`config.mk`:
```
export PLATFORM = sky130hd
export DESIGN_NAME = RobotMazeTop
export DESIGN_NICKNAME = d
export VERILOG_FILES = /design/src/hw/MazePkg.sv /design/src/hw/ControlPkg.sv /design/src/hw/FramePacer.sv /design/src/hw/MapEditor.sv /design/src/hw/RobotMotion.sv /design/src/hw/SensorUnit.sv /design/src/hw/DebrisField.sv /design/src/hw/RobotMazeTop.sv
export SDC_FILE = /design/constraint.sdc
export NUM_CORES = 1
export LEC_CHECK = 0
export BUFFER_PORTS_ARGS = -buffer_cell sky130_fd_sc_hd__buf_2
export CORE_ASPECT_RATIO = 2
export CORE_UTILIZATION = 45
export DETAILED_ROUTE_END_ITERATION = 6
export PLACE_DENSITY = 0.69
export SLEW_MARGIN = 20
export SYNTH_ARGS = -nofsm -noshare
export SYNTH_HDL_FRONTEND = slang
export SYNTH_SLANG_ARGS = --single-unit
```
`constraint.sdc`:
```
create_clock -name Clock50 -period 5.1 [get_ports Clock50]
set_input_delay 0 -clock Clock50 [delete_from_list [all_inputs] [get_ports Clock50]]
set_output_delay 0 -clock Clock50 [all_outputs]
set_load 0.05 [all_outputs]
```
`src/hw/MazePkg.sv`:
```
`default_nettype none

package MazePkg;

    localparam int MapRows = 10;
    localparam int MapCols = 20;
    localparam int RowWidth = 4;
    localparam int ColWidth = 5;
    localparam int LifeWidth = 4;

    typedef enum logic [0:0] {
        cellFree,
        cellWall
    } CellKind;

    // One bit per cell with column 0 leftmost and set bits as walls
    localparam logic [0:MapRows-1][0:MapCols-1] MazeMap = {
        20'b11111111111111111111,
        20'b10001000000000001111,
        20'b10101010111111101111,
        20'b10101010000000000001,
        20'b10101010111111101111,
        20'b10100010111111101111,
        20'b10101110111111101111,
        20'b10101110111111101111,
        20'b10101110111111101111,
        20'b10000000000000001111
    };

    typedef struct packed {
        logic [RowWidth-1:0] row;
        logic [ColWidth-1:0] col;
    } MazePos;

    typedef enum logic [1:0] {
        headNorth,
        headSouth,
        headEast,
        headWest
    } Heading;

    typedef struct packed {
        logic   present;
        MazePos pos;
    } DebrisSlot;

    // Also the slot index
    typedef enum logic [1:0] {
        debrisLight,
        debrisMedium,
        debrisHeavy
    } DebrisKind;

    // Removal steps for light, medium and heavy
    localparam logic [0:2][LifeWidth-1:0] DebrisLife = {4'd3, 4'd6, 4'd9};

    localparam MazePos CursorReset = '{row: 4'd5, col: 5'd10};
    localparam MazePos RobotReset = '{row: 4'd3, col: 5'd18};
    localparam MazePos BlackReset = '{row: 4'd3, col: 5'd18};
    localparam Heading HeadingReset = headEast;

    localparam DebrisSlot [0:2] DebrisReset = '{
        '{present: 1'b0, pos: '{row: 4'd0, col: 5'd0}},
        '{present: 1'b1, pos: '{row: 4'd5, col: 5'd15}},
        '{present: 1'b1, pos: '{row: 4'd3, col: 5'd17}}
    };

    // Anything off the map reads as wall
    function automatic CellKind cellAt(input MazePos p);
        if (p.row >= MapRows || p.col >= MapCols) begin
            return cellWall;
        end
        return CellKind'(MazeMap[p.row][p.col]);
    endfunction

    // Off-edge neighbors wrap to out-of-range rows or columns
    function automatic MazePos stepPos(input MazePos p, input Heading h);
        MazePos next;
        next = p;
        case (h)
            headNorth: next.row = p.row - 1'b1;
            headSouth: next.row = p.row + 1'b1;
            headEast:  next.col = p.col + 1'b1;
            default:   next.col = p.col - 1'b1;
        endcase
        return next;
    endfunction

    function automatic Heading turnLeft(input Heading h);
        case (h)
            headNorth: return headWest;
            headWest:  return headSouth;
            headSouth: return headEast;
            default:   return headNorth;
        endcase
    endfunction

endpackage

`default_nettype wire

```
`src/hw/ControlPkg.sv`:
```
`default_nettype none

package ControlPkg;
    import MazePkg::*;

    typedef enum logic [3:0] {
        padUp    = 4'd0,
        padDown  = 4'd1,
        padLeft  = 4'd2,
        padRight = 4'd3,
        padA     = 4'd4,
        padB     = 4'd5,
        padC     = 4'd6
    } GamepadBit;

    localparam int PadWidth = 12;

    // Periods in frames
    localparam int ReadPeriod = 5;
    localparam int StepPeriod = 9;

    typedef struct packed {
        logic head;
        logic left;
        logic under;
        logic barrier;
    } Sensors;

    typedef struct packed {
        MazePos          blackCell;
        DebrisSlot [0:2] debris;
        MazePos          robotPos;
        Heading          robotHeading;
        MazePos          cursor;
    } SpritePositions;

    typedef struct packed {
        logic      valid;
        DebrisKind kind;
    } FacedDebris;

    // First present slot at p with light checked first
    function automatic FacedDebris findDebris(input DebrisSlot [0:2] debris, input MazePos p);
        FacedDebris found;
        found = '{valid: 1'b0, kind: debrisLight};
        for (int k = 2; k >= 0; k--) begin
            if (debris[k].present && debris[k].pos == p) begin
                found = '{valid: 1'b1, kind: DebrisKind'(k)};
            end
        end
        return found;
    endfunction

endpackage

`default_nettype wire

```
`src/hw/FramePacer.sv`:
```
`default_nettype none

module FramePacer
    import ControlPkg::*;
(
    input  logic Clock50,
    input  logic reset,
    input  logic vSync,
    output logic readStrobe,
    output logic stepStrobe
);

    logic                          vSyncMeta;
    logic                          vSyncSync;
    logic                          vSyncLast;
    logic                          frameTick;
    logic [$clog2(ReadPeriod)-1:0] readCount;
    logic [$clog2(StepPeriod)-1:0] stepCount;

    // Preset high so a vSync already high at reset is not taken as an edge
    always_ff @(posedge Clock50) begin
        if (reset) begin
            vSyncMeta <= 1'b1;
            vSyncSync <= 1'b1;
            vSyncLast <= 1'b1;
        end else begin
            vSyncMeta <= vSync;
            vSyncSync <= vSyncMeta;
            vSyncLast <= vSyncSync;
        end
    end

    assign frameTick = vSyncSync && !vSyncLast;

    always_ff @(posedge Clock50) begin
        if (reset) begin
            readCount <= '0;
            stepCount <= '0;
        end else if (frameTick) begin
            readCount <= (readCount == ReadPeriod - 1) ? '0 : readCount + 1'b1;
            stepCount <= (stepCount == StepPeriod - 1) ? '0 : stepCount + 1'b1;
        end
    end

    // Read on ticks 1, 6, 11 and step on ticks 9, 18, 27
    assign readStrobe = frameTick && readCount == '0;
    assign stepStrobe = frameTick && stepCount == StepPeriod - 1;

endmodule

`default_nettype wire

```
`src/hw/MapEditor.sv`:
```
`default_nettype none

module MapEditor
    import MazePkg::*;
    import ControlPkg::*;
(
    input  logic                Clock50,
    input  logic                reset,
    input  logic                readStrobe,
    input  logic [PadWidth-1:0] gamepad,
    input  DebrisSlot [0:2]     debris,
    output MazePos              cursor,
    output MazePos              blackCell,
    output logic                placeRobot,
    output FacedDebris          clearKind
);

    logic       cursorFree;
    MazePos     cursorNext;
    FacedDebris cursorDebris;

    assign cursorFree = cellAt(cursor) == cellFree;
    assign cursorDebris = findDebris(debris, cursor);

    // Wrapping cursor moves
    always_comb begin
        cursorNext = cursor;
        if (gamepad[padUp]) begin
            cursorNext.row = (cursor.row == 0) ? RowWidth'(MapRows - 1) : cursor.row - 1'b1;
        end else if (gamepad[padDown]) begin
            cursorNext.row = (cursor.row == MapRows - 1) ? '0 : cursor.row + 1'b1;
        end
        if (gamepad[padLeft]) begin
            cursorNext.col = (cursor.col == 0) ? ColWidth'(MapCols - 1) : cursor.col - 1'b1;
        end else if (gamepad[padRight]) begin
            cursorNext.col = (cursor.col == MapCols - 1) ? '0 : cursor.col + 1'b1;
        end
    end

    // Pulses sit in the read cycle and use the cursor before it moves
    assign placeRobot = readStrobe && gamepad[padA] && cursorFree;
    assign clearKind = '{
        valid: readStrobe && gamepad[padC] && cursorDebris.valid,
        kind: cursorDebris.kind
    };

    always_ff @(posedge Clock50) begin
        if (reset) begin
            cursor <= CursorReset;
            blackCell <= BlackReset;
        end else if (readStrobe) begin
            cursor <= cursorNext;
            if (gamepad[padB] && cursorFree) begin
                blackCell <= cursor;
            end
        end
    end

endmodule

`default_nettype wire

```
`src/hw/RobotMotion.sv`:
```
`default_nettype none

module RobotMotion
    import MazePkg::*;
    import ControlPkg::*;
(
    input  logic   Clock50,
    input  logic   reset,
    input  logic   stepStrobe,
    input  logic   placeRobot,
    input  MazePos cursor,
    input  Sensors sensors,
    input  logic   avancar,
    input  logic   girar,
    output MazePos robotPos,
    output Heading robotHeading
);

    MazePos ahead;

    assign ahead = stepPos(robotPos, robotHeading);

    always_ff @(posedge Clock50) begin
        if (reset) begin
            robotPos <= RobotReset;
            robotHeading <= HeadingReset;
        end else if (placeRobot) begin
            // Editor placement wins over a step in the same cycle
            robotPos <= cursor;
        end else if (stepStrobe) begin
            if (avancar) begin
                // Refused when facing the edge, a wall or debris
                if (!sensors.head && !sensors.barrier) begin
                    robotPos <= ahead;
                end
            end else if (girar) begin
                robotHeading <= turnLeft(robotHeading);
            end
        end
    end

endmodule

`default_nettype wire

```
`src/hw/SensorUnit.sv`:
```
`default_nettype none

module SensorUnit
    import MazePkg::*;
    import ControlPkg::*;
(
    input  logic            Clock50,
    input  logic            reset,
    input  MazePos          robotPos,
    input  Heading          robotHeading,
    input  MazePos          blackCell,
    input  DebrisSlot [0:2] debris,
    output Sensors          sensors,
    output FacedDebris      faced
);

    MazePos ahead;
    MazePos leftCell;

    assign ahead = stepPos(robotPos, robotHeading);

    // Left side is one step along the heading turned left
    assign leftCell = stepPos(robotPos, turnLeft(robotHeading));

    // Debris slot directly ahead
    assign faced = findDebris(debris, ahead);

    always_ff @(posedge Clock50) begin
        if (reset) begin
            sensors <= '0;
        end else begin
            sensors.head <= cellAt(ahead) == cellWall;
            sensors.left <= cellAt(leftCell) == cellWall;
            sensors.under <= robotPos == blackCell;
            sensors.barrier <= faced.valid;
        end
    end

endmodule

`default_nettype wire

```
`src/hw/DebrisField.sv`:
```
`default_nettype none

module DebrisField
    import MazePkg::*;
    import ControlPkg::*;
(
    input  logic            Clock50,
    input  logic            reset,
    input  logic            stepStrobe,
    input  logic            remover,
    input  FacedDebris      faced,
    input  FacedDebris      clearKind,
    output DebrisSlot [0:2] debris
);

    logic [LifeWidth-1:0] lifeCount;
    logic                 removing;
    logic                 removeDone;

    assign removing = stepStrobe && remover && faced.valid;

    // The step that takes the count from one to zero
    assign removeDone = removing && lifeCount == LifeWidth'(1);

    always_ff @(posedge Clock50) begin
        if (reset) begin
            lifeCount <= '0;
        end else if (removing) begin
            if (lifeCount == '0) begin
                lifeCount <= DebrisLife[faced.kind] - 1'b1;
            end else begin
                lifeCount <= lifeCount - 1'b1;
            end
        end else if (stepStrobe) begin
            // Any interrupted removal starts over
            lifeCount <= '0;
        end
    end

    always_ff @(posedge Clock50) begin
        if (reset) begin
            debris <= DebrisReset;
        end else begin
            if (removeDone) begin
                debris[faced.kind].present <= 1'b0;
            end
            if (clearKind.valid) begin
                debris[clearKind.kind].present <= 1'b0;
            end
        end
    end

endmodule

`default_nettype wire

```
`src/hw/RobotMazeTop.sv`:
```
`default_nettype none

module RobotMazeTop
    import MazePkg::*;
    import ControlPkg::*;
(
    input  logic                Clock50,
    input  logic                reset,
    input  logic                vSync,
    input  logic [PadWidth-1:0] gamepad,
    input  logic                avancar,
    input  logic                girar,
    input  logic                remover,
    output Sensors              sensors,
    output SpritePositions      sprites
);

    logic            readStrobe;
    logic            stepStrobe;
    MazePos          cursor;
    MazePos          blackCell;
    logic            placeRobot;
    FacedDebris      clearKind;
    FacedDebris      faced;
    DebrisSlot [0:2] debris;
    MazePos          robotPos;
    Heading          robotHeading;

    FramePacer pacer (
        .Clock50    (Clock50),
        .reset      (reset),
        .vSync      (vSync),
        .readStrobe (readStrobe),
        .stepStrobe (stepStrobe)
    );

    MapEditor editor (
        .Clock50    (Clock50),
        .reset      (reset),
        .readStrobe (readStrobe),
        .gamepad    (gamepad),
        .debris     (debris),
        .cursor     (cursor),
        .blackCell  (blackCell),
        .placeRobot (placeRobot),
        .clearKind  (clearKind)
    );

    RobotMotion motion (
        .Clock50      (Clock50),
        .reset        (reset),
        .stepStrobe   (stepStrobe),
        .placeRobot   (placeRobot),
        .cursor       (cursor),
        .sensors      (sensors),
        .avancar      (avancar),
        .girar        (girar),
        .robotPos     (robotPos),
        .robotHeading (robotHeading)
    );

    SensorUnit sensing (
        .Clock50      (Clock50),
        .reset        (reset),
        .robotPos     (robotPos),
        .robotHeading (robotHeading),
        .blackCell    (blackCell),
        .debris       (debris),
        .sensors      (sensors),
        .faced        (faced)
    );

    DebrisField field (
        .Clock50    (Clock50),
        .reset      (reset),
        .stepStrobe (stepStrobe),
        .remover    (remover),
        .faced      (faced),
        .clearKind  (clearKind),
        .debris     (debris)
    );

    // Display gets the raw cell positions
    assign sprites = '{
        blackCell: blackCell,
        debris: debris,
        robotPos: robotPos,
        robotHeading: robotHeading,
        cursor: cursor
    };

endmodule

`default_nettype wire

```
== Yosys cells after proc, flatten, opt, wreduce, memory -nomap -nowiden ==
Memories as Yosys holds them, arrays and structs flattened.
Cells that the tools add are included.
Cells by class
  $add $sub $neg: 12
  multipliers: 0
  reduce and logical (&&, ||, !) cells: 45
  shifts and indexed selects: 0
  bitwise operators: 11
  eq/ne operators: 17
  order comparisons: 16
  divide/modulo/power cells: 0
  mux-type cells: 66
Operators by type and width (count)
  $mux W20: 6
  $mux W30: 3
  $eq A9 B9 Y1: 7
  $bwmux W30: 2
  $demux W10 S2: 2
  $mux W4: 10
  $mux W9: 4
  $ge A5 B5 Y1 const B: 6
  $mux W3: 7
  $logic_and A1 B1 Y1: 20
  $mux W10: 2
  $mux W5: 4
  $pmux W5 S2: 2
  $ge A6 B6 Y1 const B: 3
  $not A5 Y6: 3
  $mux W1: 17
  $pmux W4 S2: 2
  $sub A4 B1 Y4 const B: 4
  $bmux W1 S5: 3
  $not A4 Y5: 3
  $add A4 B1 Y4 const B: 3
  $ge A4 B4 Y1 const B: 3
  $reduce_bool A2 Y1: 6
  $add A5 B1 Y5 const B: 2
  24 further kinds: 43
Word-level totals
  input bits: 18
  flip-flop bits (word level): 77
  memory bits (writable): 0
  memories: 3
  output and inout bits: 63
  bits in latches: 0
  bits in read-only memories: 960
  word-level logic and storage cells: 196
Memory list
  (name not given): words 16, bits a word 20, read ports 1, clocked after Yosys merged registers in 0, wr ports 0, line MazePkg.sv:73  | return CellKind'(MazeMap[p.row][p.col]);
  (name not given): words 16, bits a word 20, read ports 1, clocked after Yosys merged registers in 0, wr ports 0, line MazePkg.sv:73
  (name not given): words 16, bits a word 20, read ports 1, clocked after Yosys merged registers in 0, wr ports 0, line MazePkg.sv:73

== Logic depth before layout (Yosys ltp) ==
Gate-level depths: netlist (run 1).
  depth after elaboration: 18
  depth in mapped cells: 14
  mapped depth without buffers: 11

== Cells and area by module ==
From an unflattened synthesis (run 1), not the netlist that was laid out.
Second synthesis, totals
  cells, all modules: 697
  area, all modules: 5512.8 µm²
By module, submodules not included
  SensorUnit: instances 1, seq. area each 80.1 µm², cells an instance 235, area an instance 1756.7 µm²
  MapEditor: instances 1, seq. area each 360.3 µm², cells an instance 221, area an instance 1702.9 µm²
  RobotMotion: instances 1, seq. area each 220.2 µm², cells an instance 102, area an instance 867.1 µm²
  DebrisField: instances 1, seq. area each 140.1 µm², cells an instance 83, area an instance 711.9 µm²
  FramePacer: instances 1, seq. area each 200.2 µm², cells an instance 56, area an instance 474.2 µm²

== Least setup slack after synthesis (run 1) ==
Ideal clock, no wire load.
  path type: reg-to-reg
  start point: register motion.robotHeading[0]
  end point: register field.lifeCount[1]
  data required time: 5.025 ns
  arrival: 3.128 ns
  path buffers: 2
  clock period less this slack: 3.202 ns
  cell stages (with the launch flop): 14
  library setup time: 0.075 ns
  slack: 1.898 ns
  cell sequence: dfxtp_1 > inv_1 > ha_1 > buf_6 > or2_4 > o311ai_4 > nand2_2 > nor4_2 > and4_1 > buf_6 > inv_1 > ha_1 > mux2_2 > o22ai_1
Between the ends
  longest elaborated chain between the ends: 15
  elaborated cells on any way between the ends: 24
  those cells by class: 1 x add/sub; 5 x eq/ne; 10 x mux; 1 x bitwise; 7 x reduce/logical
Ends and longest elaborated chain
  start: declaration: line RobotMotion.sv:16  | output Heading robotHeading
  start signal: assignment: line RobotMotion.sv:26  | robotHeading <= HeadingReset;
  start signal: assignment: line RobotMotion.sv:37  | robotHeading <= turnLeft(robotHeading);
  $eq A2 B1 Y1 or $logic_not A2 Y1 (tied branches): line MazePkg.sv:80  | case (h)
  $reduce_or A2 Y1 (no source line)
  $pmux W5 S2: line MazePkg.sv:80
  $eq A9 B9 Y1: line ControlPkg.sv:47  | if (debris[k].present && debris[k].pos == p) begin
  $logic_and A1 B1 Y1: line ControlPkg.sv:47
  $mux W3 (2 in series): line ControlPkg.sv:47
  $mux W3 (*): line ControlPkg.sv:47
  $not A2 Y3 (implied by the code): line DebrisField.sv:30  | lifeCount <= DebrisLife[faced.kind] - 1'b1;
  $bmux W4 S2: line DebrisField.sv:30
  $mux W4 (implied by the code) (2 in series): line DebrisField.sv:30
  $sub A4 B1 Y4: line DebrisField.sv:30
  $mux W4: line DebrisField.sv:29  | if (lifeCount == '0) begin
  $mux W4: line DebrisField.sv:28  | end else if (removing) begin
  end signal: assignment: line DebrisField.sv:30
  end signal: assignment: line DebrisField.sv:32  | lifeCount <= lifeCount - 1'b1;
  end: declaration: line DebrisField.sv:16  | logic [LifeWidth-1:0] lifeCount;
Every way passes the cells marked *; elsewhere a longest branch is shown, timed or not. The select of a mux whose other input is x is not followed.
A chain may end at the register's enable or synchronous reset.

== Worst setup path in the final report (run 1) ==
Same ends and word-level chain as after synthesis.

==> results by group, run 1 <==
Status
  – Run status: finished with violations
  – Violations in the final reports: DRC

Clock network
  – Clock slew seen by the registers of the worst setup and hold paths: roughly 70 ps
  – Sink count of the clock tree: 50
  – Clock Root Buffer: sky130_fd_sc_hd__clkbuf_16
  – Number of H-tree levels: 2
  – Resized Gates After CTS: 0
  – Clock tree buffer depth: 2
  – Clock Latency Late Sink: between 200 and 300 ps
  – TritonCTS clock tree: yes
  – Number of buffers added by the clock tree synthesis step: 5

Detailed routing
  – Starting DRC count in detailed routing: roughly 300
  – Count of nets left with antenna violations after detail routing: 0
  – Routed vias/inst: roughly 6
  – Pre-Repair DR Iteration Count: 7
  – Count of vias placed by the detailed router: around 4.1k
  – Wirelength per Cell: about 17 µm
  – DRC violations left: 6
  – Total routed wirelength: 11700 µm

Synthesis
  – Main combinational cell family by area after synthesis: compound AO/OA/AOI/OAI gates
  – Adder and majority gate portion of the synthesized area: 0.0705
  – Simple-gate share of the synthesized area: 0.234
  – Top_reg_cell synth: sky130_fd_sc_hd__dfxtp_1
  – Number of enable-type register cells in the synthesized netlist: 0
  – Count of state elements after synthesis: 50
  – Mapped cell area: between 4000 and 5000 µm²
  – Share of the yosys chip area belonging to registers: 0.235
  – Post-Syn Area per Cell: 7.60 µm²
  – Count of unique library cells instantiated by Yosys: 83
  – Async set or reset register ratio after synthesis: 0
  – Fraction of synthesized area in multiplexers: 0.0394
  – Synthesized instance count: 560
  – Complex-gate fraction of the synthesized area: 0.263
  – Post-synthesis share of cell area spent on xor and xnor gates: 0.0350
  – Ys Warns: 0

Cells and area
  – Area growth syn-to-layout: 5.94%
  – Number of fill cells in the layout: 919
  – Ratio of cells with drive above 1 in the final layout: 0.145
  – Total non-filler cell area in the finished layout: between 4000 and 5000 µm²
  – Net count, final: slightly above 600
  – Final core utilization: 0.497
  – Antenna diode count: 0

Worst setup path
  – Reg-to-reg critical path startpoint: motion.robotHeading[0]$_SDFFE_PP0P_
  – Type of destination of the critical path: flop
  – Data arrival, critical path: between 3000 and 4000 ps
  – Series of cell instances along the critical path: inv_1 -> ha_1 -> nor2_1 -> o41ai_4 -> nand4_1 -> nor4_2 -> and4_1 -> inv_1 -> ha_1 -> mux2_2 -> o22ai_1
  – Count of cells along the worst register-to-register path: 11
  – Setup slack, reg-to-reg: 1420 ps
  – Worst EP required: approximately 5300 ps
  – Reg-to-Reg End: field.lifeCount[1]$_SDFFE_PP0P_
  – Crit-path max FO: 22
  – Startpoint of the most critical setup path: motion.robotHeading[0]$_SDFFE_PP0P_
  – Number of buffer and inverter instances along the worst setup path: 2
  – Crit Path Category: reg -> reg
  – Highest-delay cell along the critical path: sky130_fd_sc_hd__ha_1
  – Cell family with most CP delay: simple AND/OR/NAND/NOR gates
  – Critical path's largest stage delay: 670 ps
  – Setup crit start kind: flop

GRT
  – Busiest grt layer: met2
  – Overflow left after global routing: 0
  – Wire length of the first global-routing pass: 19200 µm
  – Number of antenna violations at the first check in global routing: 0
  – Fraction of met3 tracks used by global routing: 0.0210
  – Total global routing track utilization: 0.244
  – Pin count of the biggest net entering global routing: 32
  – Routing usage on met2: 0.467
  – Via count of the first global-routing pass: around 4.0k
  – Met1 Usage GRT: 0.243

STA
  – Max_slew headroom: 0.462
  – Actual slew at the worst max-slew pin: slightly above 800 ps
  – Highest clock frequency the design can meet: roughly 270 MHz
  – Part of the cycle the worst path needs: 0.722
  – Final slew viol count: 0
  – Setup TNS after final layout: 0 ps
  – Setup Skew: 7.35 ps
  – Count of final hold-check violations: 0
  – Unrepaired setup endpoints after global routing: no
  – Final period demand of the worst path: around 3700 ps
  – Final setup fails: 0

Die
  – Die outline height: 140 µm
  – Number of cell rows: a little under 50
  – Boundary Pins: just over 80
  – Die footprint: slightly below 10000 µm²
  – Starting density of the core: 0.469
  – Die extent in x: between 70 and 80 µm
  – Core Footprint: 9070 µm²

Place
  – Post-detail-place hpwl: about 8800 µm
  – Routability congestion estimate: ~0.92
  – Count of input and output buffers: between 40 and 50
  – Area of placed instances: about 4300 µm²

Worst hold path
  – Min-Delay Startpoint: gamepad[6]
  – Worst Hold Class: in -> reg
  – Worst Hold Path EP: field.debris[29]$_SDFF_PP0_
  – Hold path depth: 3

Power and ir drop
  – Max VDD drop: ~0.12 mV
  – Pwr dens: ~190 nW/µm²
  – Leakage power figure: roughly 1.8 nW

Run
  – Max_cap viols: 0
-- sequential cells by signal (all words and copies together) (netlist names), 2 cells and up --
signal	cells
field.lifeCount	4
editor.blackCell	9
motion.robotHeading	2
pacer.stepCount	4
motion.robotPos	9
pacer.readCount	3
sensing.sensors	4
editor.cursor	9
field.debris	3
-- kinds of logic after synthesis --
kind of cell	count (synthesis)
compound gates	162
xor+xnor	17
fa+ha+maj	24
buf+inv	98
flops	50
mux	15
other cells	2
simple gates	192
-- layout by cell type (no fill, tap or decap), drive strengths merged, types with 3 or more instances in the layout --
master / netlist / final
a31oi: 5 / 5
a21o: 5 / 5
nor3: 14 / 14
a311oi: 3 / 3
nor4: 5 / 5
o21ai: 37 / 37
nor4b: 4 / 4
ha: 24 / 24
o211ai: 7 / 7
a221oi: 3 / 3
conb: 2 / 27
nand2b: 11 / 11
dfxtp: 50 / 50
nand4: 6 / 6
xnor2: 13 / 13
and3: 6 / 6
a21oi: 48 / 48
o311ai: 7 / 7
o22ai: 7 / 7
nor2b: 11 / 11
o221ai: 5 / 5
mux2: 4 / 4
nand3: 19 / 19
clkbuf: 20 / 7
inv: 34 / 34
buf: 43 / 49
or3: 6 / 6
or2: 7 / 7
xor2: 4 / 4
mux2i: 11 / 11
o21a: 3 / 3
nand2: 53 / 53
a211oi: 5 / 5
nor2: 37 / 37
nor3b: 3 / 3
-- repair_timing --
item	4_1_cts	5_1_grt
buffers inserted	0	0
setup endpoints to repair	0	0
hold buffers	1	0
endpoints found under the hold margin	1	0
-- worst min-delay path, cell delays in order --
cell and delay, ps:
sky130_fd_sc_hd__buf_2 100, sky130_fd_sc_hd__a311oi_1 80, sky130_fd_sc_hd__o31a_1 100
-- metal layers --
metal	share of wire	wire [µm]
met3	0.042	495
met2	0.56	6500
met1	0.35	4130
met5	0	0
met4	0.048	559
-- synthesized netlist by cell type (all sizes together), types with 11 or more instances --
master	count	area share
o21ai	37	0.044
mux2i	11	0.029
clkbuf	20	0.018
xnor2	13	0.027
dfxtp	50	0.24
nand2b	11	0.016
a21oi	48	0.057
ha	24	0.071
inv	34	0.030
nand2	53	0.047
nor2	37	0.034
nor3	14	0.018
nand3	19	0.022
nor2b	11	0.016
buf	43	0.073
-- how the worst max path moves through the flow --
stage	endpoint	slack [ps]	cells past startpoint
5_1_grt	field.lifeCount[1]$_SDFFE_PP0P_	1130	11
6_report	field.lifeCount[1]$_SDFFE_PP0P_	1420	11
4_1_cts	field.lifeCount[1]$_SDFFE_PP0P_	1430	11
3_5_place_dp	field.lifeCount[1]$_SDFFE_PP0P_	1440	11
3_3_place_gp	field.lifeCount[1]$_SDFFE_PP0P_	1550	11
2_1_floorplan	field.lifeCount[1]$_SDFFE_PP0P_	1900	13
-- power breakdown --
| part | internal, W | switching [W] |
|---|---|---|
| logic | 0.0000168 | 0.0000789 |
| registers | 0.000394 | 0.00000631 |
| clock network | 0.000210 | 0.000150 |
| total | 0.000621 | 0.000235 |
-- layout make-up --
cell class / instances / area, µm² / share of cell area
Clock buffer: 7 / 153 / 0.0338
Clock inverter: 1 / 8.76 / 0.00194
Inverter: 35 / 131 / 0.0291
Multi-Input combinational cell: 437 / 2830 / 0.628
Sequential cell: 50 / 1000 / 0.222
Tap cell: 102 / 128 / 0.0283
Timing Repair Buffer: 50 / 258 / 0.0571
-- per-stage QoR --
stage               setup WS [ps]  total power [W]  instances  hold WS, ps
global route                 1130         0.000886        682         51.1
global placement             1550         0.000503        673          189
floorplan                    1900         0.000505        585          104
CTS                          1430         0.000868        682         21.8
finish                       1420         0.000856        682         22.8
detailed placement           1440         0.000504        673          186
No activity file was read; power rests on OpenSTA's default activity.
==> run 2, diff against run 1 <==
- clock period: 5.1 -> 3.45 ns (I/O delays scaled with it)
==> results by group, run 2 (synthesis results as in run 1) <==
Worst setup path
  – Type of destination of the critical path: flop
  – Worst EP required: 3670 ps (-1650 ps)
  – Crit-path max FO: 14 (-36%)
  – Highest-delay cell along the critical path: sky130_fd_sc_hd__o41ai_4
  – Crit Path Category: reg -> reg
  – Cell family with most CP delay: simple AND/OR/NAND/NOR gates
  – Series of cell instances along the critical path: inv_1 -> ha_1 -> nor2_1 -> o41ai_4 -> nand4_1 -> nor4_2 -> and4_1 -> inv_1 -> ha_1 -> mux2_2 -> o22ai_1
  – Setup crit start kind: flop
  – Data arrival, critical path: 3430 ps (-470 ps)
  – Critical path's largest stage delay: 550 ps (-120 ps)
  – Number of buffer and inverter instances along the worst setup path: 2 (unchanged)

Cells and area
  – Leading cell types in the layout, fill and taps excluded: sky130_fd_sc_hd__nand2_1 (52), sky130_fd_sc_hd__dfxtp_1 (50), sky130_fd_sc_hd__buf_2 (48)
  – Area growth syn-to-layout: 7.29%
  – Commonest non-fill, non-tap cell in the layout: sky130_fd_sc_hd__nand2_1
  – Antenna diode count: 0 (unchanged)
  – Net count, final: 630 (+1.4%)
  – Ratio of cells with drive above 1 in the final layout: 0.158 (+0.0131)
  – Largest registers: editor.blackCell (9), editor.cursor (9), motion.robotPos (9)

Clock network
  – Clock Root Buffer: sky130_fd_sc_hd__clkbuf_16
  – Resized Gates After CTS: 0 (unchanged)
  – Clock tree buffer depth: 2 (unchanged)
  – Number of buffers added by the clock tree synthesis step: 5 (unchanged)
  – Number of H-tree levels: 2 (unchanged)
  – Sink count of the clock tree: 50 (unchanged)
  – Clock slew seen by the registers of the worst setup and hold paths: 70 ps (about the same)
  – TritonCTS clock tree: yes
  – Clock Latency Late Sink: 300 ps (about the same)
  – Number of buffers added to fix hold violations after cts: 1 (unchanged)
  – # Post-CTS Setup Buffers: 0 (unchanged)

STA
  – Count of final hold-check violations: 0 (unchanged)
  – Setup TNS after final layout: 0 ps (unchanged)
  – Max_slew headroom: 0.444 (-0.0181)
  – Highest clock frequency the design can meet: 311 MHz (+15%)
  – Final setup fails: 0 (unchanged)
  – Final slew viol count: 0 (unchanged)
  – Actual slew at the worst max-slew pin: 825 ps (+18.4 ps)
  – Setup Skew: 6.99 ps (-0.362 ps)
  – Part of the cycle the worst path needs: 0.932 (+0.209)
  – Unrepaired setup endpoints after global routing: no
  – Final period demand of the worst path: 3210 ps (-470 ps)

Detailed routing
  – Starting DRC count in detailed routing: 243 (-19%)
  – DRC violations left: 6 (unchanged)
  – Detailed-routed wire length on met3: 338 µm (-32%)
  – Total routed wirelength: 11500 µm (-1.4%)
  – Count of vias placed by the detailed router: 4072 (-1.6%)
  – Routed vias/inst: 5.89 (-2.9%)
  – Detailed route wirelength on metal2: 6260 µm (-3.8%)
  – Wirelength per Cell: 16.7 µm (-2.7%)
  – Count of nets left with antenna violations after detail routing: 0 (unchanged)
  – Wire length the detailed router placed on met1: 4270 µm (+3.4%)
  – Pre-Repair DR Iteration Count: 7 (unchanged)
  – Top routing layer used: met4

Die
  – Die outline height: 140 µm (unchanged)
  – Core Footprint: 9070 µm² (unchanged)
  – Number of cell rows: 49 (unchanged)
  – Die footprint: 9880 µm² (unchanged)
  – Boundary Pins: 81 (unchanged)
  – Die extent in x: 70.8 µm (unchanged)
  – Starting density of the core: 0.469 (unchanged)

GRT
  – Overflow left after global routing: 0 (unchanged)
  – Wire length of the first global-routing pass: 18700 µm (-2.5%)
  – Number of antenna violations at the first check in global routing: 0 (unchanged)
  – Pin count of the biggest net entering global routing: 32 (unchanged)
  – Via count of the first global-routing pass: 3856 (-2.8%)
  – Total global routing track utilization: 0.237 (-0.00639)

Power and ir drop
  – Max VDD drop: 0.325 mV (+160%)
  – Overall Power: 0.00124 W (+45%)
  – Pwr dens: 272 nW/µm² (+43%)
  – Leakage power figure: 1.81 nW (+2.1%)

Run
  – Max_cap viols: 0 (unchanged)

Status
  – Run status: finished with violations
  – Violations in the final reports: DRC

Place
  – Routability congestion estimate: 0.948 (+2.8%)
  – Count of input and output buffers: 48 (unchanged)
  – Post-detail-place hpwl: 8750 µm (about the same)

Worst hold path
  – Worst Hold Class: in -> reg
run 2: per-stage QoR:
| stage | cell area (µm²) | hold WS, ps | setup WS [ps] | instances | util |
|---|---|---|---|---|---|
| floorplan | 4350 | 104 | 248 | 585 | - |
| global placement | 4410 | 190 | 384 | 682 | 0.486 |
| detailed placement | 4410 | 194 | 319 | 682 | 0.486 |
| CTS | 4570 | 26.8 | 283 | 691 | 0.503 |
| global route | 4570 | 29.6 | 26.3 | 691 | 0.503 |
| finish | 4570 | 22.6 | 236 | 691 | 0.503 |
run 2: worst min-delay path: cells and delay by family:
| kind | cells | cell delay (ps) |
|---|---|---|
| AOI/OAI and AO/OA | 2 | 170 |
| buffers and inverters | 1 | 100 |
run 2: metal layers:
layer,global-route usage,up-vias
met2,0.443,129
met1,0.240,1908
li1,-,1996
met4,0.158,0
met3,0.0239,39
met5,0,-
run 2: final timing paths:
check	from	to	slack (ps)	cells after the start
max reg2reg	motion.robotHeading[0]$_SDFFE_PP0P_	field.lifeCount[1]$_SDFFE_PP0P_	240	11
max	motion.robotHeading[0]$_SDFFE_PP0P_	field.lifeCount[1]$_SDFFE_PP0P_	240	11
min reg2reg	pacer.vSyncMeta$_SDFF_PP1_	pacer.vSyncSync$_SDFF_PP1_	410	1
min	gamepad[6]	field.debris[29]$_SDFF_PP0_	20	3
run 2: final cells by class:
class                           count  area [µm²]
Clock buffer                        6         139
Fill cell                         931        4510
Clock inverter                      2        12.5
Inverter                           35         131
Multi-Input combinational cell    437        2830
Tap cell                          102         128
Sequential cell                    50        1000
Timing Repair Buffer               59         325
run 2: power by group:
| part | internal [W] | switching, W | leakage, nW | total, W |
|---|---|---|---|---|
| registers | 0.000583 | 0.00000843 | 0.405 | 0.000592 |
| clock network | 0.000288 | 0.000220 | 0.0729 | 0.000508 |
| logic | 0.0000257 | 0.000118 | 1.34 | 0.000143 |
| total | 0.000896 | 0.000346 | 1.81 | 0.00124 |
==> run 3, diff against run 2 <==
- CORE_UTILIZATION: 45 -> 41
- PLACE_DENSITY: 0.69 -> 0.63
- SYNTH_HIERARCHICAL: unset -> 1
==> results by group, run 3 <==
Status
  – Run status: finished with violations
  – Violations in the final reports: DRC

Die
  – Number of cell rows: 59 (+20%)
  – Starting density of the core: 0.422 (-0.0473)
  – Die footprint: 13900 µm² (+41%)
  – Boundary Pins: 81 (unchanged)
  – Core Footprint: 13100 µm² (+44%)
  – Die extent in x: 84.0 µm (+19%)
  – Die outline height: 166 µm (+19%)

Synthesis
  – Main combinational cell family by area after synthesis: simple AND/OR/NAND/NOR gates
  – Area share of the largest cell type after synthesis: 0.182 (-0.0535)
  – Adder and majority gate portion of the synthesized area: 0.0672 (-0.00334)
  – Cell types occupying the most area after synthesis: sky130_fd_sc_hd__dfxtp_1 (18%), sky130_fd_sc_hd__xnor2_1 (7.1%), sky130_fd_sc_hd__ha_1 (6.4%), sky130_fd_sc_hd__xor2_1 (6.2%), sky130_fd_sc_hd__buf_4 (4.2%)
  – Ys Warns: 6 (+6)
  – Count of unique library cells instantiated by Yosys: 96 (+16%)
  – Synthesized instance count: 697 (+24%)
  – Synth top cells by count: sky130_fd_sc_hd__dfxtp_1 (50), sky130_fd_sc_hd__xnor2_1 (45), sky130_fd_sc_hd__a21oi_1 (44), sky130_fd_sc_hd__nor2_1 (43), sky130_fd_sc_hd__xor2_1 (39)
  – Post-Syn Area per Cell: 7.91 µm² (+4.0%)
  – Simple-gate share of the synthesized area: 0.239 (+0.00560)
  – Share of the yosys chip area belonging to registers: 0.182 (-0.0535)
  – Post-synthesis share of cell area spent on xor and xnor gates: 0.155 (+0.120)
  – Async set or reset register ratio after synthesis: 0 (unchanged)
  – Fraction of synthesized area in multiplexers: 0.0172 (-0.0221)
  – Count of state elements after synthesis: 50 (unchanged)
  – Complex-gate fraction of the synthesized area: 0.231 (-0.0317)
  – Mapped cell area: 5510 µm² (+29%)
  – Top_reg_cell synth: sky130_fd_sc_hd__dfxtp_1
  – Largest area contributor in the netlist: sky130_fd_sc_hd__dfxtp_1
  – Number of enable-type register cells in the synthesized netlist: 0 (unchanged)
  – Cell with the most instances after synthesis: sky130_fd_sc_hd__dfxtp_1

Cells and area
  – Final core utilization: 0.477 (-0.0267)
  – Net count, final: 794 (+26%)
  – Ratio of cells with drive above 1 in the final layout: 0.207 (+0.0493)
  – Antenna diode count: 0 (unchanged)
  – Commonest non-fill, non-tap cell in the layout: sky130_fd_sc_hd__buf_2
  – Largest registers: editor/blackCell (9), editor/cursor (9), motion/robotPos (9)
  – Total non-filler cell area in the finished layout: 6230 µm² (+36%)
  – Leading cell types in the layout, fill and taps excluded: sky130_fd_sc_hd__buf_2 (48), sky130_fd_sc_hd__dfxtp_1 (45), sky130_fd_sc_hd__xnor2_1 (44), sky130_fd_sc_hd__a21oi_1 (44), sky130_fd_sc_hd__buf_4 (43)
  – Count of non-filler cells in the finished layout: 900 (+30%)
  – Area growth syn-to-layout: 13.0%

GRT
  – Wire length of the first global-routing pass: 28700 µm (+53%)
  – Pin count of the biggest net entering global routing: 37 (+16%)
  – Via count of the first global-routing pass: 5446 (+41%)
  – Total global routing track utilization: 0.262 (+0.0246)
  – Number of antenna violations at the first check in global routing: 0 (unchanged)
  – Overflow left after global routing: 0 (unchanged)

Worst setup path
  – Highest-delay cell along the critical path: sky130_fd_sc_hd__dfxtp_4
  – Type of destination of the critical path: flop
  – Series of cell instances along the critical path: inv_1 -> ha_4 -> mux2_2 -> and2_2 -> xnor3_1 -> nand4b_1 -> nor4_2 -> buf_4 -> nor3b_4 -> inv_1 -> ha_2 -> xor2_1 -> mux2i_1 -> mux2i_1 -> a22o_1
  – Crit-path max FO: 7 (-7)
  – Setup crit start kind: flop
  – Cell family with most CP delay: simple AND/OR/NAND/NOR gates
  – Crit Path Category: reg -> reg
  – Data arrival, critical path: 3460 ps (+30 ps)
  – Number of buffer and inverter instances along the worst setup path: 3 (+1)
  – Critical path's largest stage delay: 390 ps (-160 ps)
  – Worst EP required: 3650 ps (-20 ps)

Clock network
  – TritonCTS clock tree: yes
  – Clock slew seen by the registers of the worst setup and hold paths: 80 ps (about the same)
  – Clock Root Buffer: sky130_fd_sc_hd__clkbuf_16
  – Clock Latency Late Sink: 310 ps (about the same)
  – Clock tree buffer depth: 2 (unchanged)
  – Number of buffers added by the clock tree synthesis step: 5 (unchanged)
  – Sink count of the clock tree: 50 (unchanged)
  – Number of H-tree levels: 2 (unchanged)

Detailed routing
  – Starting DRC count in detailed routing: 345 (+42%)
  – DRC violations left: 4 (-2)
  – Count of vias placed by the detailed router: 5397 (+33%)
  – Wirelength per Cell: 20.3 µm (+22%)
  – Pre-Repair DR Iteration Count: 7 (unchanged)
  – Count of nets left with antenna violations after detail routing: 0 (unchanged)
  – Total routed wirelength: 18300 µm (+59%)
  – Routed vias/inst: 6.00 (+1.8%)

STA
  – Actual slew at the worst max-slew pin: 877 ps (+52.6 ps)
  – Count of final hold-check violations: 0 (unchanged)
  – Final slew viol count: 0 (unchanged)
  – Part of the cycle the worst path needs: 0.945 (+0.0135)
  – Max_slew headroom: 0.414 (-0.0300)
  – Final period demand of the worst path: 3260 ps (+46.4 ps)
  – Final setup fails: 0 (unchanged)
  – Highest clock frequency the design can meet: 307 MHz (-1.4%)
  – Setup Skew: 8.45 ps (+1.46 ps)

Power and ir drop
  – Leakage power figure: 2.49 nW (+37%)
  – Pwr dens: 230 nW/µm² (-15%)
  – Max VDD drop: 0.176 mV (-46%)
  – Overall Power: 0.00143 W (+15%)

Place
  – Count of input and output buffers: 48 (unchanged)
  – Count of placed standard cells including taps: 888 (+30%)
  – Area of placed instances: 5930 µm² (+34%)
  – Post-detail-place hpwl: 14200 µm (+62%)
  – Routability congestion estimate: 0.948 (about the same)

Run
  – Max_cap viols: 0 (unchanged)

Worst hold path
  – Worst Hold Class: in -> reg
==> run 3: cell types whose count changed after synthesis, moves of 5 or more <==
| cell | change |
|---|---|
| sky130_fd_sc_hd__mux2i_1 | -5 |
| sky130_fd_sc_hd__nand2_1 | -17 |
| sky130_fd_sc_hd__nor2_1 | +8 |
| sky130_fd_sc_hd__buf_2 | +5 |
| sky130_fd_sc_hd__a211oi_1 | +10 |
| sky130_fd_sc_hd__or2_2 | +5 |
| sky130_fd_sc_hd__o211ai_1 | +8 |
| sky130_fd_sc_hd__nor4_1 | +5 |
| sky130_fd_sc_hd__o21ai_0 | -8 |
| sky130_fd_sc_hd__xnor2_1 | +32 |
| sky130_fd_sc_hd__nand4_1 | +10 |
| sky130_fd_sc_hd__nor3_1 | +6 |
| sky130_fd_sc_hd__xor2_1 | +35 |
==> run 3: cells by family (layout without fill, tap and decap cells) <==
kind of cell / count (synthesis) / count (layout)
xor gates and xnor gates: 89 / 89
AOI/OAI and AO/OA: 179 / 179
buffers and inverters: 114 / 140
muxes: 8 / 8
adders and majority gates: 29 / 29
DFF: 50 / 50
and+or+nand+nor: 226 / 226
other: 2 / 27
==> run 3: repair_timing <==
item / 4_1_cts / 5_1_grt
setup buffers: 0 / 3
gates resized for setup: 0 / 19
hold endpoints to repair: 1 / 0
hold buffers: 1 / 0
setup endpoints to repair: 0 / 3
==> run 3: final timing paths <==
kind | startpoint | endpoint | slack [ps] | cells past startpoint
setup / recovery | motion/robotPos[1]$_SDFFE_PP1P_ | field/lifeCount[2]$_SDFFE_PP0P_ | 190 | 15
setup reg to reg | motion/robotPos[1]$_SDFFE_PP1P_ | field/lifeCount[2]$_SDFFE_PP0P_ | 190 | 15
hold / removal | avancar | motion/robotHeading[0]$_SDFFE_PP0P_ | 80 | 4
hold reg to reg | pacer/vSyncMeta$_SDFF_PP1_ | pacer/vSyncSync$_SDFF_PP1_ | 430 | 1
==> run 3: report_power, final <==
group / total (W) / internal (W) / switching (W) / leakage [nW]
registers: 0.000588 / 0.000581 / 0.00000686 / 0.406
clock network: 0.000622 / 0.000366 / 0.000256 / 0.0875
logic: 0.000224 / 0.0000562 / 0.000168 / 1.99
total: 0.00143 / 0.00100 / 0.000431 / 2.49
==> run 3: per-stage QoR <==
stage	setup TNS [ps]	hold WS, ps	setup slack (ps)
CTS	0	83.3	8.44
floorplan	0	64.3	12.5
global route	-36.6	91.5	-36.6
global placement	0	193	108
detailed placement	0	192	52.1
finish	0	81.3	189
==> run 3: worst reg2reg max path: cells and delay by family (launching register included) <==
kind / cells / cell delay [ps]
AND/OR/NAND/NOR: 4 / 910
XOR/XNOR: 2 / 360
flip-flops: 1 / 390
multiplexers: 3 / 540
adder cells (fa/ha/maj): 2 / 380
buffers and inverters: 3 / 350
AO/OA/AOI/OAI: 1 / 230
==> run 3: layout make-up <==
| cell class | instances | area (µm²) |
|---|---|---|
| inverters | 38 | 143 |
| repair buffers | 94 | 604 |
| clock buffers | 6 | 139 |
| fillers | 1291 | 6840 |
| well taps | 152 | 190 |
| multi-input cells | 558 | 4100 |
| clock inverters | 2 | 38.8 |
| flip-flops and latches | 50 | 1010 |
==> run 3: metal layers <==
layer | up-vias | GRT usage | part of all wire
li1 | 2565 | - | -
met4 | 0 | 0.167 | 0.064
met3 | 58 | 0.0318 | 0.036
met2 | 163 | 0.519 | 0.55
met5 | - | 0 | 0
met1 | 2611 | 0.243 | 0.35
